File: src/hdl/rtab_pkg.sv
// Replay table package with table size, field widths and the shared entry types
`default_nettype none

package rtab_pkg;

    // Table geometry
    localparam int RTAB_ENTRIES   = 4;
    localparam int RTAB_PTR_WIDTH = $clog2(RTAB_ENTRIES);

    // Request fields
    localparam int NLINE_WIDTH    = 10;
    localparam int PAYLOAD_WIDTH  = 16;

    // Index of one table entry
    typedef logic [RTAB_PTR_WIDTH-1:0] rtab_ptr_t;

    // One bit per table entry
    typedef logic [RTAB_ENTRIES-1:0] rtab_vec_t;

    // Cache-line index of a request
    typedef logic [NLINE_WIDTH-1:0] rtab_nline_t;

    // Default request payload
    typedef logic [PAYLOAD_WIDTH-1:0] rtab_payload_t;

endpackage

`default_nettype wire

File: src/hdl/rtab_list_state.sv
// Replay table list state keeping entry flags, list links and the free-entry choice
`default_nettype none

module rtab_list_state
    import rtab_pkg::*;
(
    input  wire                 clk_i,
    input  wire                 rst_ni,

    output logic                empty_o,
    output logic                full_o,

    input  wire                 check_i,
    output logic                check_hit_o,

    input  wire                 alloc_i,
    input  wire                 alloc_link_i,
    input  wire                 alloc_mshr_hit_i,
    input  wire                 alloc_mshr_ready_i,
    output logic                alloc_we_o,
    output rtab_ptr_t           alloc_ptr_o,

    input  wire rtab_vec_t      match_check_i,
    input  wire rtab_vec_t      match_refill_i,
    input  wire                 refill_i,
    input  wire                 miss_ready_i,

    input  wire rtab_vec_t      pop_accept_i,
    input  wire                 pop_commit_i,
    input  wire rtab_ptr_t      pop_commit_ptr_i,
    input  wire                 pop_rback_i,
    input  wire rtab_ptr_t      pop_rback_ptr_i,
    input  wire                 pop_rback_mshr_hit_i,
    input  wire                 pop_rback_mshr_ready_i,

    output rtab_vec_t           ready_o,
    output rtab_vec_t           tail_o,
    output rtab_ptr_t [RTAB_ENTRIES-1:0] next_ptr_o
);

    rtab_vec_t valid_q, head_q, tail_q;
    rtab_vec_t dep_hit_q, dep_rdy_q;
    rtab_ptr_t [RTAB_ENTRIES-1:0] next_q;

    rtab_vec_t alloc_bv, commit_bv, rback_bv;
    rtab_vec_t link_tail;
    rtab_vec_t valid_set, valid_rst, head_set, head_rst, tail_set, tail_rst;
    rtab_vec_t hit_set, hit_rst, rdy_set, rdy_rst;

    // Lowest free entry, only meaningful when the table is not full
    always_comb begin
        alloc_ptr_o = '0;
        for (int i = RTAB_ENTRIES - 1; i >= 0; i--) begin
            if (!valid_q[i]) begin
                alloc_ptr_o = rtab_ptr_t'(i);
            end
        end
    end

    assign alloc_we_o = alloc_i | alloc_link_i;
    assign alloc_bv   = (rtab_vec_t'(1) << alloc_ptr_o) & {RTAB_ENTRIES{alloc_we_o}};
    assign commit_bv  = (rtab_vec_t'(1) << pop_commit_ptr_i) & {RTAB_ENTRIES{pop_commit_i}};
    assign rback_bv   = (rtab_vec_t'(1) << pop_rback_ptr_i) & {RTAB_ENTRIES{pop_rback_i}};

    assign empty_o     = ~|valid_q;
    assign full_o      = &valid_q;
    assign check_hit_o = |(valid_q & match_check_i);

    // The tail of the list on the checked line gets the new entry behind it
    assign link_tail = valid_q & tail_q & match_check_i & {RTAB_ENTRIES{check_i & alloc_link_i}};

    assign valid_set = alloc_bv;
    assign valid_rst = commit_bv;

    // A new list starts with a head; a linked entry waits behind the old tail
    assign head_set = (alloc_bv & {RTAB_ENTRIES{alloc_i}}) | rback_bv;
    assign head_rst = (alloc_bv & {RTAB_ENTRIES{alloc_link_i}}) | pop_accept_i;
    assign tail_set = alloc_bv;
    assign tail_rst = link_tail;

    // A new or rolled back entry takes exactly the dependencies it arrives with
    assign hit_set = (alloc_bv & {RTAB_ENTRIES{alloc_mshr_hit_i}}) |
                     (rback_bv & {RTAB_ENTRIES{pop_rback_mshr_hit_i}});
    assign hit_rst = (match_refill_i & {RTAB_ENTRIES{refill_i}}) | alloc_bv | rback_bv;
    assign rdy_set = (alloc_bv & {RTAB_ENTRIES{alloc_mshr_ready_i}}) |
                     (rback_bv & {RTAB_ENTRIES{pop_rback_mshr_ready_i}});
    assign rdy_rst = {RTAB_ENTRIES{miss_ready_i}} | alloc_bv | rback_bv;

    assign ready_o    = valid_q & head_q & ~(dep_hit_q | dep_rdy_q);
    assign tail_o     = tail_q;
    assign next_ptr_o = next_q;

    always_ff @(posedge clk_i or negedge rst_ni) begin
        if (!rst_ni) begin
            valid_q   <= '0;
            head_q    <= '0;
            tail_q    <= '0;
            dep_hit_q <= '0;
            dep_rdy_q <= '0;
            next_q    <= '0;
        end else begin
            valid_q   <= (valid_q & ~valid_rst) | valid_set;
            head_q    <= (head_q & ~head_rst) | head_set;
            tail_q    <= (tail_q & ~tail_rst) | tail_set;
            dep_hit_q <= (dep_hit_q & ~hit_rst) | hit_set;
            dep_rdy_q <= (dep_rdy_q & ~rdy_rst) | rdy_set;
            for (int i = 0; i < RTAB_ENTRIES; i++) begin
                if (link_tail[i]) begin
                    next_q[i] <= alloc_ptr_o;
                end
            end
        end
    end

    // Lists on one line never fork
    assert property (@(posedge clk_i) disable iff (!rst_ni)
        check_i |-> $onehot0(valid_q & tail_q & match_check_i))
        else $error("rtab: several tails match the checked line");

    assert property (@(posedge clk_i) disable iff (!rst_ni)
        alloc_link_i |-> (check_i && check_hit_o))
        else $error("rtab: link without a check hit");

    assert property (@(posedge clk_i) disable iff (!rst_ni)
        alloc_we_o |-> !full_o)
        else $error("rtab: allocation while full");

    assert property (@(posedge clk_i) disable iff (!rst_ni)
        |pop_accept_i |=> (pop_commit_i || pop_rback_i))
        else $error("rtab: accepted pop not closed by commit or rollback");

    assert property (@(posedge clk_i) disable iff (!rst_ni)
        (pop_commit_i |-> valid_q[pop_commit_ptr_i]) and
        (pop_rback_i |-> valid_q[pop_rback_ptr_i]))
        else $error("rtab: commit or rollback of a free entry");

endmodule

`default_nettype wire

File: src/hdl/rtab_payload_store.sv
// Replay table payload store holding request payloads and lines, with line compares
`default_nettype none

module rtab_payload_store
    import rtab_pkg::*;
#(
    parameter type payload_t = rtab_payload_t
) (
    input  wire                 clk_i,

    // Write port used on allocation
    input  wire                 alloc_we_i,
    input  wire rtab_ptr_t      alloc_ptr_i,
    input  wire rtab_nline_t    alloc_nline_i,
    input  wire payload_t       alloc_payload_i,

    // Line queries
    input  wire rtab_nline_t    check_nline_i,
    input  wire rtab_nline_t    refill_nline_i,
    output rtab_vec_t           match_check_o,
    output rtab_vec_t           match_refill_o,

    // Payload read port
    input  wire rtab_ptr_t      rd_ptr_i,
    output payload_t            rd_payload_o
);

    payload_t    payload_q [RTAB_ENTRIES];
    rtab_nline_t nline_q   [RTAB_ENTRIES];

    // Storage written only on allocation
    always_ff @(posedge clk_i) begin
        if (alloc_we_i) begin
            payload_q[alloc_ptr_i] <= alloc_payload_i;
            nline_q[alloc_ptr_i]   <= alloc_nline_i;
        end
    end

    // Compare every stored line against both queries
    always_comb begin
        match_check_o  = '0;
        match_refill_o = '0;
        for (int i = 0; i < RTAB_ENTRIES; i++) begin
            match_check_o[i]  = (nline_q[i] == check_nline_i);
            match_refill_o[i] = (nline_q[i] == refill_nline_i);
        end
    end

    // Payload of the entry being offered
    assign rd_payload_o = payload_q[rd_ptr_i];

endmodule

`default_nettype wire

File: src/hdl/rtab_pop_sched.sv
// Replay table pop scheduler with round-robin head choice and a list-walking FSM
`default_nettype none

module rtab_pop_sched
    import rtab_pkg::*;
(
    input  wire                 clk_i,
    input  wire                 rst_ni,

    input  wire rtab_vec_t      ready_i,
    input  wire rtab_vec_t      tail_i,
    input  wire rtab_ptr_t [RTAB_ENTRIES-1:0] next_ptr_i,

    input  wire                 pop_try_i,
    input  wire                 pop_rback_i,

    output logic                pop_try_valid_o,
    output rtab_ptr_t           pop_try_ptr_o,
    output rtab_vec_t           pop_accept_o
);

    typedef enum logic [1:0] {
        POP_HEAD,
        POP_NEXT,
        POP_WAIT
    } pop_state_e;

    pop_state_e state_q, state_d;
    rtab_ptr_t  walk_ptr_q, walk_ptr_d;
    rtab_vec_t  rr_mask_q;
    rtab_vec_t  masked_req, arb_req, head_gnt;
    rtab_ptr_t  head_ptr;
    logic       accept;
    logic       head_accept;

    // Ready heads above the last grant win first
    assign masked_req = ready_i & rr_mask_q;
    assign arb_req    = (|masked_req) ? masked_req : ready_i;
    assign head_gnt   = arb_req & (~arb_req + rtab_vec_t'(1));

    always_comb begin
        head_ptr = '0;
        for (int i = 0; i < RTAB_ENTRIES; i++) begin
            if (head_gnt[i]) begin
                head_ptr = rtab_ptr_t'(i);
            end
        end
    end

    assign pop_try_valid_o = (state_q == POP_HEAD) ? |ready_i : 1'b1;
    assign pop_try_ptr_o   = (state_q == POP_HEAD) ? head_ptr : walk_ptr_q;
    assign accept          = pop_try_i & pop_try_valid_o;
    assign head_accept     = accept & (state_q == POP_HEAD);
    assign pop_accept_o    = (rtab_vec_t'(1) << pop_try_ptr_o) & {RTAB_ENTRIES{accept}};

    always_comb begin
        state_d    = state_q;
        walk_ptr_d = walk_ptr_q;
        case (state_q)
            POP_HEAD: begin
                if (accept && !tail_i[pop_try_ptr_o]) begin
                    state_d    = POP_NEXT;
                    walk_ptr_d = next_ptr_i[pop_try_ptr_o];
                end
            end
            POP_NEXT, POP_WAIT: begin
                if (state_q == POP_NEXT && pop_rback_i) begin
                    // Previous entry went back, so its list restarts from the head
                    state_d = POP_HEAD;
                end else if (accept) begin
                    if (tail_i[pop_try_ptr_o]) begin
                        state_d = POP_HEAD;
                    end else begin
                        state_d    = POP_NEXT;
                        walk_ptr_d = next_ptr_i[pop_try_ptr_o];
                    end
                end else begin
                    state_d = POP_WAIT;
                end
            end
            default: begin
                state_d = POP_HEAD;
            end
        endcase
    end

    always_ff @(posedge clk_i or negedge rst_ni) begin
        if (!rst_ni) begin
            state_q    <= POP_HEAD;
            walk_ptr_q <= '0;
            rr_mask_q  <= '0;
        end else begin
            state_q    <= state_d;
            walk_ptr_q <= walk_ptr_d;
            if (head_accept) begin
                rr_mask_q <= ~(head_gnt | (head_gnt - rtab_vec_t'(1)));
            end
        end
    end

    assert property (@(posedge clk_i) disable iff (!rst_ni)
        pop_rback_i |-> !pop_try_i)
        else $error("rtab: pop try during rollback");

    // A rollback always closes the pop accepted one cycle earlier
    assert property (@(posedge clk_i) disable iff (!rst_ni)
        pop_rback_i |-> $past(|pop_accept_o))
        else $error("rtab: rollback without an accepted pop");

endmodule

`default_nettype wire

File: src/hdl/rtab_top.sv
// Replay table top level joining list state, payload store and pop scheduler
`default_nettype none

module rtab_top
    import rtab_pkg::*;
#(
    parameter type payload_t = rtab_payload_t
) (
    input  wire                 clk_i,
    input  wire                 rst_ni,

    output logic                empty_o,
    output logic                full_o,

    input  wire                 check_i,
    input  wire rtab_nline_t    check_nline_i,
    output logic                check_hit_o,

    input  wire                 alloc_i,
    input  wire                 alloc_link_i,
    input  wire rtab_nline_t    alloc_nline_i,
    input  wire payload_t       alloc_payload_i,
    input  wire                 alloc_mshr_hit_i,
    input  wire                 alloc_mshr_ready_i,

    input  wire                 pop_try_i,
    output logic                pop_try_valid_o,
    output payload_t            pop_try_payload_o,
    output rtab_ptr_t           pop_try_ptr_o,

    input  wire                 pop_commit_i,
    input  wire rtab_ptr_t      pop_commit_ptr_i,

    input  wire                 pop_rback_i,
    input  wire rtab_ptr_t      pop_rback_ptr_i,
    input  wire                 pop_rback_mshr_hit_i,
    input  wire                 pop_rback_mshr_ready_i,

    input  wire                 miss_ready_i,
    input  wire                 refill_i,
    input  wire rtab_nline_t    refill_nline_i
);

    rtab_vec_t match_check, match_refill;
    rtab_vec_t ready, tail, pop_accept;
    rtab_ptr_t [RTAB_ENTRIES-1:0] next_ptr;
    rtab_ptr_t alloc_ptr;
    logic      alloc_we;

    rtab_list_state list_state_i (
        .clk_i                  (clk_i),
        .rst_ni                 (rst_ni),
        .empty_o                (empty_o),
        .full_o                 (full_o),
        .check_i                (check_i),
        .check_hit_o            (check_hit_o),
        .alloc_i                (alloc_i),
        .alloc_link_i           (alloc_link_i),
        .alloc_mshr_hit_i       (alloc_mshr_hit_i),
        .alloc_mshr_ready_i     (alloc_mshr_ready_i),
        .alloc_we_o             (alloc_we),
        .alloc_ptr_o            (alloc_ptr),
        .match_check_i          (match_check),
        .match_refill_i         (match_refill),
        .refill_i               (refill_i),
        .miss_ready_i           (miss_ready_i),
        .pop_accept_i           (pop_accept),
        .pop_commit_i           (pop_commit_i),
        .pop_commit_ptr_i       (pop_commit_ptr_i),
        .pop_rback_i            (pop_rback_i),
        .pop_rback_ptr_i        (pop_rback_ptr_i),
        .pop_rback_mshr_hit_i   (pop_rback_mshr_hit_i),
        .pop_rback_mshr_ready_i (pop_rback_mshr_ready_i),
        .ready_o                (ready),
        .tail_o                 (tail),
        .next_ptr_o             (next_ptr)
    );

    rtab_payload_store #(
        .payload_t              (payload_t)
    ) payload_store_i (
        .clk_i                  (clk_i),
        .alloc_we_i             (alloc_we),
        .alloc_ptr_i            (alloc_ptr),
        .alloc_nline_i          (alloc_nline_i),
        .alloc_payload_i        (alloc_payload_i),
        .check_nline_i          (check_nline_i),
        .refill_nline_i         (refill_nline_i),
        .match_check_o          (match_check),
        .match_refill_o         (match_refill),
        .rd_ptr_i               (pop_try_ptr_o),
        .rd_payload_o           (pop_try_payload_o)
    );

    rtab_pop_sched pop_sched_i (
        .clk_i                  (clk_i),
        .rst_ni                 (rst_ni),
        .ready_i                (ready),
        .tail_i                 (tail),
        .next_ptr_i             (next_ptr),
        .pop_try_i              (pop_try_i),
        .pop_rback_i            (pop_rback_i),
        .pop_try_valid_o        (pop_try_valid_o),
        .pop_try_ptr_o          (pop_try_ptr_o),
        .pop_accept_o           (pop_accept)
    );

endmodule

`default_nettype wire

File: config.mk
export PLATFORM = sky130hd
export DESIGN_NAME = rtab_top
export DESIGN_NICKNAME = d
export VERILOG_FILES = /design/src/hdl/rtab_pkg.sv /design/src/hdl/rtab_list_state.sv /design/src/hdl/rtab_payload_store.sv /design/src/hdl/rtab_pop_sched.sv /design/src/hdl/rtab_top.sv
export SDC_FILE = /design/constraint.sdc
export NUM_CORES = 1
export LEC_CHECK = 0
export CAP_MARGIN = 20
export CORE_ASPECT_RATIO = 0.8
export CORE_MARGIN = 3
export CORE_UTILIZATION = 55
export DETAILED_ROUTE_END_ITERATION = 10
export DONT_BUFFER_PORTS = 1
export GPL_ROUTABILITY_DRIVEN = 0
export PLACE_DENSITY = 0.7
export SETUP_SLACK_MARGIN = 0.15
export SKIP_LAST_GASP = 1
export SLEW_MARGIN = 20
export SYNTH_ARGS = -nofsm -noshare
export SYNTH_HDL_FRONTEND = slang
export SYNTH_SLANG_ARGS = --single-unit
File: constraint.sdc
create_clock -name clk_i -period 5.2 [get_ports clk_i]
set_clock_uncertainty 0.2 [all_clocks]
set_input_delay 0.26 -clock clk_i [delete_from_list [all_inputs] [get_ports clk_i]]
set_output_delay 0.26 -clock clk_i [all_outputs]
set_load 0.005 [all_outputs]
# --- Word level (Yosys, flattened, before mapping) ---
# Memories as Yosys holds them, arrays and structs flattened.
# Cells that the tools add are included.
classes:
  n_shift: 4
  n_reduce_logical: 13
  mux: 26
  n_div: 0
  eq_ne: 14
  order_cmp: 1
  n_addsub: 2
  bitwise: 51
  mul: 0
ops:
  columns: ["operator", "count"]
  rows:
  - ["bitwise AND 4 bit", 24]
  - ["equality test 10 bit", 8]
  - ["bitwise OR 4 bit", 15]
  - ["NOT 4 bit", 8]
  - ["2-to-1 mux 2 bit", 15]
  - ["OR reduction 4 bit", 4]
  - ["<< shifter 1 x 2 -> 4 bit, first input constant", 4]
  - ["case mux 2 bit (2 select lines)", 2]
  - ["2-to-1 mux 1 bit", 6]
  - ["inequality test 2 bit, second input constant", 3]
  - ["AND reduction 5 bit", 1]
  - ["adder 4 x 1 -> 4 bit, second input constant", 1]
  - ["binary-select mux 2 bit (select 2 bit)", 1]
  - ["2-to-1 mux 4 bit", 1]
  - ["AND reduction 4 bit", 1]
  - ["subtractor 4 x 1 -> 4 bit, second input constant", 1]
  - ["bitwise AND 1 bit", 3]
  - ["< comparator 2 x 3 -> 1 bit, second input constant", 1]
  - ["binary-select mux 1 bit (select 2 bit)", 1]
  - ["equality test 2 x 1 -> 1 bit, second input constant", 1]
  - ["equality test 2 bit, second input constant", 1]
  - ["logical AND 1 bit", 2]
  - ["logical NOT 1 bit", 2]
  - ["logical NOT 2 bit", 1]
  - ["other kinds (4)", 4]
word_totals:
  regBits: 36
  latch_bits: 0
  n_memories: 2
  out_inout_bits: 22
  elab_cells: 125
  romBits: 0
  ram_bits: 104
memory_table:
  columns: ["memory", "depth", "width", "read_ports", "rd_clocked_by_memory_dff", "wr", "line", "source"]
  rows:
  - ["payload_store_i.payload_q", 4, 16, 1, 0, 1, "rtab_payload_store.sv:28", "payload_t payload_q [RTAB_ENTRIES];"]
  - ["payload_store_i.nline_q", 4, 10, 4, 0, 1, "rtab_payload_store.sv:29", "rtab_nline_t nline_q [RTAB_ENTRIES];"]

# --- Longest topological paths before layout ---
logic_depth:
  depth_word: 19
  ltp_mapped: 11

# --- Cells and area by module ---
# Synthesis repeated with hierarchy kept, for this count alone.
unflattened:
  cells_unflattened: 436
  hier_area_um2: 6496.2
by_module_without_submodules:
  columns: ["mod", "seq_area_each_um2", "instances", "area_each_um2", "cells_per_inst"]
  rows:
  - ["rtab_payload_store", 3123.0, 1, 4469.3, 244]
  - ["rtab_list_state", 700.7, 1, 1406.3, 125]
  - ["rtab_pop_sched", 175.2, 1, 620.6, 67]

# --- Worst setup path before layout ---
# No wires, ideal clock.
synth_timing:
  path_type: "register -> register"
  from: "register list_state_i.valid_q[0]"
  to: "register list_state_i.dep_hit_q[2]"
  setup_time_ps: 127
  slack_ps: 2220
  arrival_ps: 2653
  stages_incl_launch_ff: 7
  cell_sequence: "dfrtp_1 > nand2_1 > a21oi_1 > nor3b_2 > nor3_1 > a222oi_1 > inv_1"
synth_via:
  elab_chain_len: 8
  word_cells_on_any_way: 10
synth_lines:
  columns: ["element", "line", "source"]
  rows:
  - ["from (decl)", "rtab_list_state.sv:41", "rtab_vec_t valid_q, head_q, tail_q;"]
  - ["from (signal assigned)", "rtab_list_state.sv:102", "valid_q <= (valid_q & ~valid_rst) | valid_set;"]
  - ["2-to-1 mux 2 bit *", "rtab_list_state.sv:54", "if (!valid_q[i]) begin"]
  - ["<< shifter 1 x 2 -> 4 bit *", "rtab_list_state.sv:61", "assign alloc_bv = (rtab_vec_t'(1) << alloc_ptr_o) & {RTAB_ENTRIES{alloc_we_o}};"]
  - ["bitwise AND 4 bit *", "rtab_list_state.sv:61", null]
  - ["bitwise OR 4 bit (2 in a row)", "rtab_list_state.sv:84", "assign hit_rst = (match_refill_i & {RTAB_ENTRIES{refill_i}}) | alloc_bv | rback_bv;"]
  - ["NOT 4 bit", "rtab_list_state.sv:105", "dep_hit_q <= (dep_hit_q & ~hit_rst) | hit_set;"]
  - ["bitwise AND 4 bit", "rtab_list_state.sv:105", null]
  - ["bitwise OR 4 bit *", "rtab_list_state.sv:105", null]
  - ["to (signal assigned)", "rtab_list_state.sv:105", null]
  - ["to (decl)", "rtab_list_state.sv:42", "rtab_vec_t dep_hit_q, dep_rdy_q;"]
# Mark *: on every way between the ends. The rest lies on a longest branch, timed or not.
# A chain may end at the register's enable or synchronous reset.

# --- Worst setup path in the final report ---
layout_timing:
  from: "register pop_sched_i.state_q[1]"
  to: "register list_state_i.head_q[2]"
layout_via:
  elab_chain_len: 8
  word_cells_on_any_way: 10
layout_lines:
  columns: ["element", "line", "source"]
  rows:
  - ["from (decl)", "rtab_pop_sched.sv:28", "pop_state_e state_q, state_d;"]
  - ["from (signal assigned)", "rtab_pop_sched.sv:93", "state_q <= state_d;"]
  - ["logical NOT 2 bit", "rtab_pop_sched.sv:51", "assign pop_try_ptr_o = (state_q == POP_HEAD) ? head_ptr : walk_ptr_q;"]
  - ["2-to-1 mux 2 bit", "rtab_pop_sched.sv:51", null]
  - ["named net pop_try_ptr_o[0]", "rtab_top.sv:29", "output rtab_ptr_t pop_try_ptr_o,"]
  - ["<< shifter 1 x 2 -> 4 bit", "rtab_pop_sched.sv:54", "assign pop_accept_o = (rtab_vec_t'(1) << pop_try_ptr_o) & {RTAB_ENTRIES{accept}};"]
  - ["bitwise AND 4 bit", "rtab_pop_sched.sv:54", null]
  - ["bitwise OR 4 bit", "rtab_list_state.sv:77", "assign head_rst = (alloc_bv & {RTAB_ENTRIES{alloc_link_i}}) | pop_accept_i;"]
  - ["NOT 4 bit", "rtab_list_state.sv:103", "head_q <= (head_q & ~head_rst) | head_set;"]
  - ["bitwise AND 4 bit", "rtab_list_state.sv:103", null]
  - ["bitwise OR 4 bit", "rtab_list_state.sv:103", null]
  - ["to (signal assigned)", "rtab_list_state.sv:103", null]
  - ["to (decl)", "rtab_list_state.sv:41", null]
# The timed path passes the listed nets, and every way through them passes these cells.

==> impl_results.md <==
- Clock buffer depth: 2
- Hold Crit Start: pop_try_i
- Post-synthesis register bit count: 139
- Largest net degree at the start of global routing: 36
- Clock transition at path regs: 0.06 ns
- Filler cells: 812
- Worst setup EP type: flip-flop
- Final nets: 623
- YS warnings: 0
- Port Buffer Count: 0
- Cell Rows: 35
- Initial core utilization: 0.575
- Period utilization: 0.755
- CTS Sinks: 139
- Fmax: 255 MHz
- Share of cells above drive strength 1: 0.123
- Syn Nets: 581
- Worst Path Required: 5.29 ns
- Top cells by area, synth: edfxtp_1 (46%), dfrtp_1 (13%), xnor2_1 (10%)
- Worst Reg-to-Reg Cells: 9
- Worst hold stages: 3
- Drt initial violations: 403
- Antenna viol nets, final: 0
- Post-synth cell types: 66
- Slew Limit Headroom: 0.379
- Hold endpoint: list_state_i.head_q[0]$_DFF_PN0_
- Total CTS buffers: 17
- H-tree depth: 4
- Power density over the cells: 637 nW/um2
- Maximum VDD drop: 0.331 mV
- Clock Latency Late Sink: 0.41 ns
- Max-cap violation count: 0
- Commonest cells after routing, fill and taps aside: edfxtp_1 (104), xnor2_1 (80), dlygate4sd3_1 (51)
- R2R Path End: list_state_i.head_q[2]$_DFF_PN0_
- Routed WL per cell: 20.7 um
- Post-Syn Instances: 514
- Worst Path Max Fanout: 35
- GRT Overall Usage: 0.229
- Final Critical Period: 3.92 ns
- Synth async-reset ratio: 0.252
- Core area: 11,800 um2
- Die W: 130 um
- Initial antenna violation count: 0
- Post-synth top area cell: edfxtp_1
- Worst path cell trace: inv_1 > ha_1 > and2b_2 > a311oi_4 > nand2_2 > buf_4 > o311ai_1 > nand2_1 > dlygate4sd3_1
- Global route overflow: 0
- DP HPWL: 9890 um
- Max Slew Vio Count: 0
- Main flop type after synthesis: edfxtp_1
- Mapped Avg Cell Area: 13.2 um2
- I/O pin cnt: 86
- WL final: 14,800 um
- Mapped cell area: 6770 um2
- Post-CTS sizing: 0
- First-pass GRT wire length: 23,800 um
- Unrepaired setup endpoints after global routing: false
- Crit-path slowest cell: ha_1
- TritonRoute pass-1 iters: 5
- Pre-CTS setup slack: 1.85 ns
- CP max stage delay: 0.70 ns
- Register-to-register setup slack: 1.28 ns
- Final setup viols: 0
- # DRC: 0
- Top-area cell type share of the netlist area: 0.461
- Number of synthesized flops with an enable pin: 104
- Worst Path Arrival: 4.01 ns
- Crit path kind: reg -> reg
- CTS tree: built
- N_diodes: 0
- Vias in the first global route: 4,367
- Routed vias/inst: 6.11
- Most common cell after layout, fill and taps aside: edfxtp_1
- Register area share after synthesis: 0.591
- Tot Pwr: 5050 uW
- Leak Pwr: 0.00281 uW
- CTS root buffer: clkbuf_16
- Worst setup margin: 1.28 ns
- DIE AREA: 13,700 um2
- Outcome: complete, no violations
- R2R Path Start: pop_sched_i.state_q[1]$_DFFE_PN0P_
- Synth-to-layout area growth: 17.3%
- Final hold violations: 0
- Setup TNS Final: 0 ns
- Worst slew pin tran: 0.932 ns
- Die height: 105 um
- Vias: 4,380
- Crit start category: flip-flop
- Hold Crit Class: in -> reg
## what timing repair did
| item | 4_1_cts | 5_1_grt |
|---|---|---|
| setup buffers | 0 | 0 |
| hold buffers | 52 | 0 |
| endpoints found under the hold margin | 168 | 0 |
## sequential cells by signal, summed over array words and instances (netlist names)
signal,cells
payload_store_i.payload_q,64
payload_store_i.nline_q,40
list_state_i.dep_rdy_q,4
list_state_i.valid_q,4
list_state_i.tail_o,4
list_state_i.next_ptr_o,8
list_state_i.head_q,4
pop_sched_i.rr_mask_q,3
pop_sched_i.state_q,2
list_state_i.dep_hit_q,4
pop_sched_i.walk_ptr_q,2
## synthesized netlist by cell type (3+ instances only)
cell,number
a21oi_1,22
nand4_1,22
a222oi_1,3
a31oi_1,4
a211oi_1,17
buf_1,3
clkbuf_1,23
mux2_2,8
mux2i_1,23
ha_1,3
a221o_1,5
inv_1,6
edfxtp_1,104
a22o_1,3
nand4bb_1,3
nor3_1,17
buf_2,4
dfrtp_1,35
xnor2_1,80
nor2_1,6
nor2b_1,17
o21ai_0,3
nor4b_1,5
a21o_1,6
nand3_1,17
nand2_1,25
## through the flow
| stage | area (um2) | util | std cells | hold WS [ns] |
|---|---|---|---|---|
| final | 7940 | 0.674 | 717 | 0.0518 |
| after global routing | 7940 | 0.674 | 717 | 0.0530 |
| after CTS | 7940 | 0.674 | 717 | 0.0226 |
| after detailed placement | 6850 | 0.581 | 633 | -0.234 |
| after global placement | 6840 | 0.581 | 633 | -0.234 |
| after floorplan | 6770 | - | 514 | -0.236 |
## kinds of logic after synthesis
group                      after synthesis  share of synthesized area
adders and majority gates                3                    0.00555
AOI/OAI and AO/OA                       84                     0.0972
and+or+nand+nor                        133                      0.121
buffers and inverters                   42                     0.0298
muxes                                   33                     0.0518
DFF                                    139                      0.591
xor gates and xnor gates                80                      0.104
## worst max-delay path, delay by kind of cell, from the launching register on
family	cells	cell delay, ns
buffers and inverters	3	1.00
and+or+nand+nor	3	0.88
adders and majority gates	1	0.70
AOI/OAI and AO/OA	2	0.62
DFF	1	0.40
## routing by layer
metal,up-vias,GRT usage,routed length [um]
met4,0,0.0527,82
met3,6,0.0775,1210
li1,2026,-,-
met2,161,0.342,6940
met1,2187,0.326,6590
met5,-,0,0
## area by class of cell
type	count	area, um2	area share
clock buffer	17	425	0.0536
clock inverter	15	135	0.0170
inverter	7	26.3	0.00331
multi-input combinational	333	2590	0.326
sequential	139	4000	0.504
tap	148	185	0.0233
timing repair buffer	58	576	0.0725
## where the power goes
group,leakage (uW),total (uW),internal [uW],switching (uW)
registers,0.00139,1840,1620,214
logic,0.00115,2090,854,1230
clock network,0.000264,1130,627,503
total,0.00281,5050,3100,1950
## worst max path at each step
stage,startpoint,end,slack (ns),cells after the start
after floorplan,list_state_i.valid_q[0]$_DFF_PN0_,list_state_i.dep_hit_q[2]$_DFF_PN0_,2.22,6
after global placement,pop_sched_i.state_q[0]$_DFFE_PN0P_,pop_sched_i.walk_ptr_q[0]$_DFFE_PN0P_,1.61,8
after detailed placement,pop_sched_i.state_q[1]$_DFFE_PN0P_,pop_sched_i.walk_ptr_q[1]$_DFFE_PN0P_,1.85,8
after CTS,pop_sched_i.state_q[1]$_DFFE_PN0P_,list_state_i.head_q[2]$_DFF_PN0_,1.32,9
after global routing,pop_sched_i.state_q[1]$_DFFE_PN0P_,list_state_i.head_q[2]$_DFF_PN0_,1.03,9
final,pop_sched_i.state_q[1]$_DFFE_PN0P_,list_state_i.head_q[2]$_DFF_PN0_,1.28,9
(Power assumes the default switching activity.)
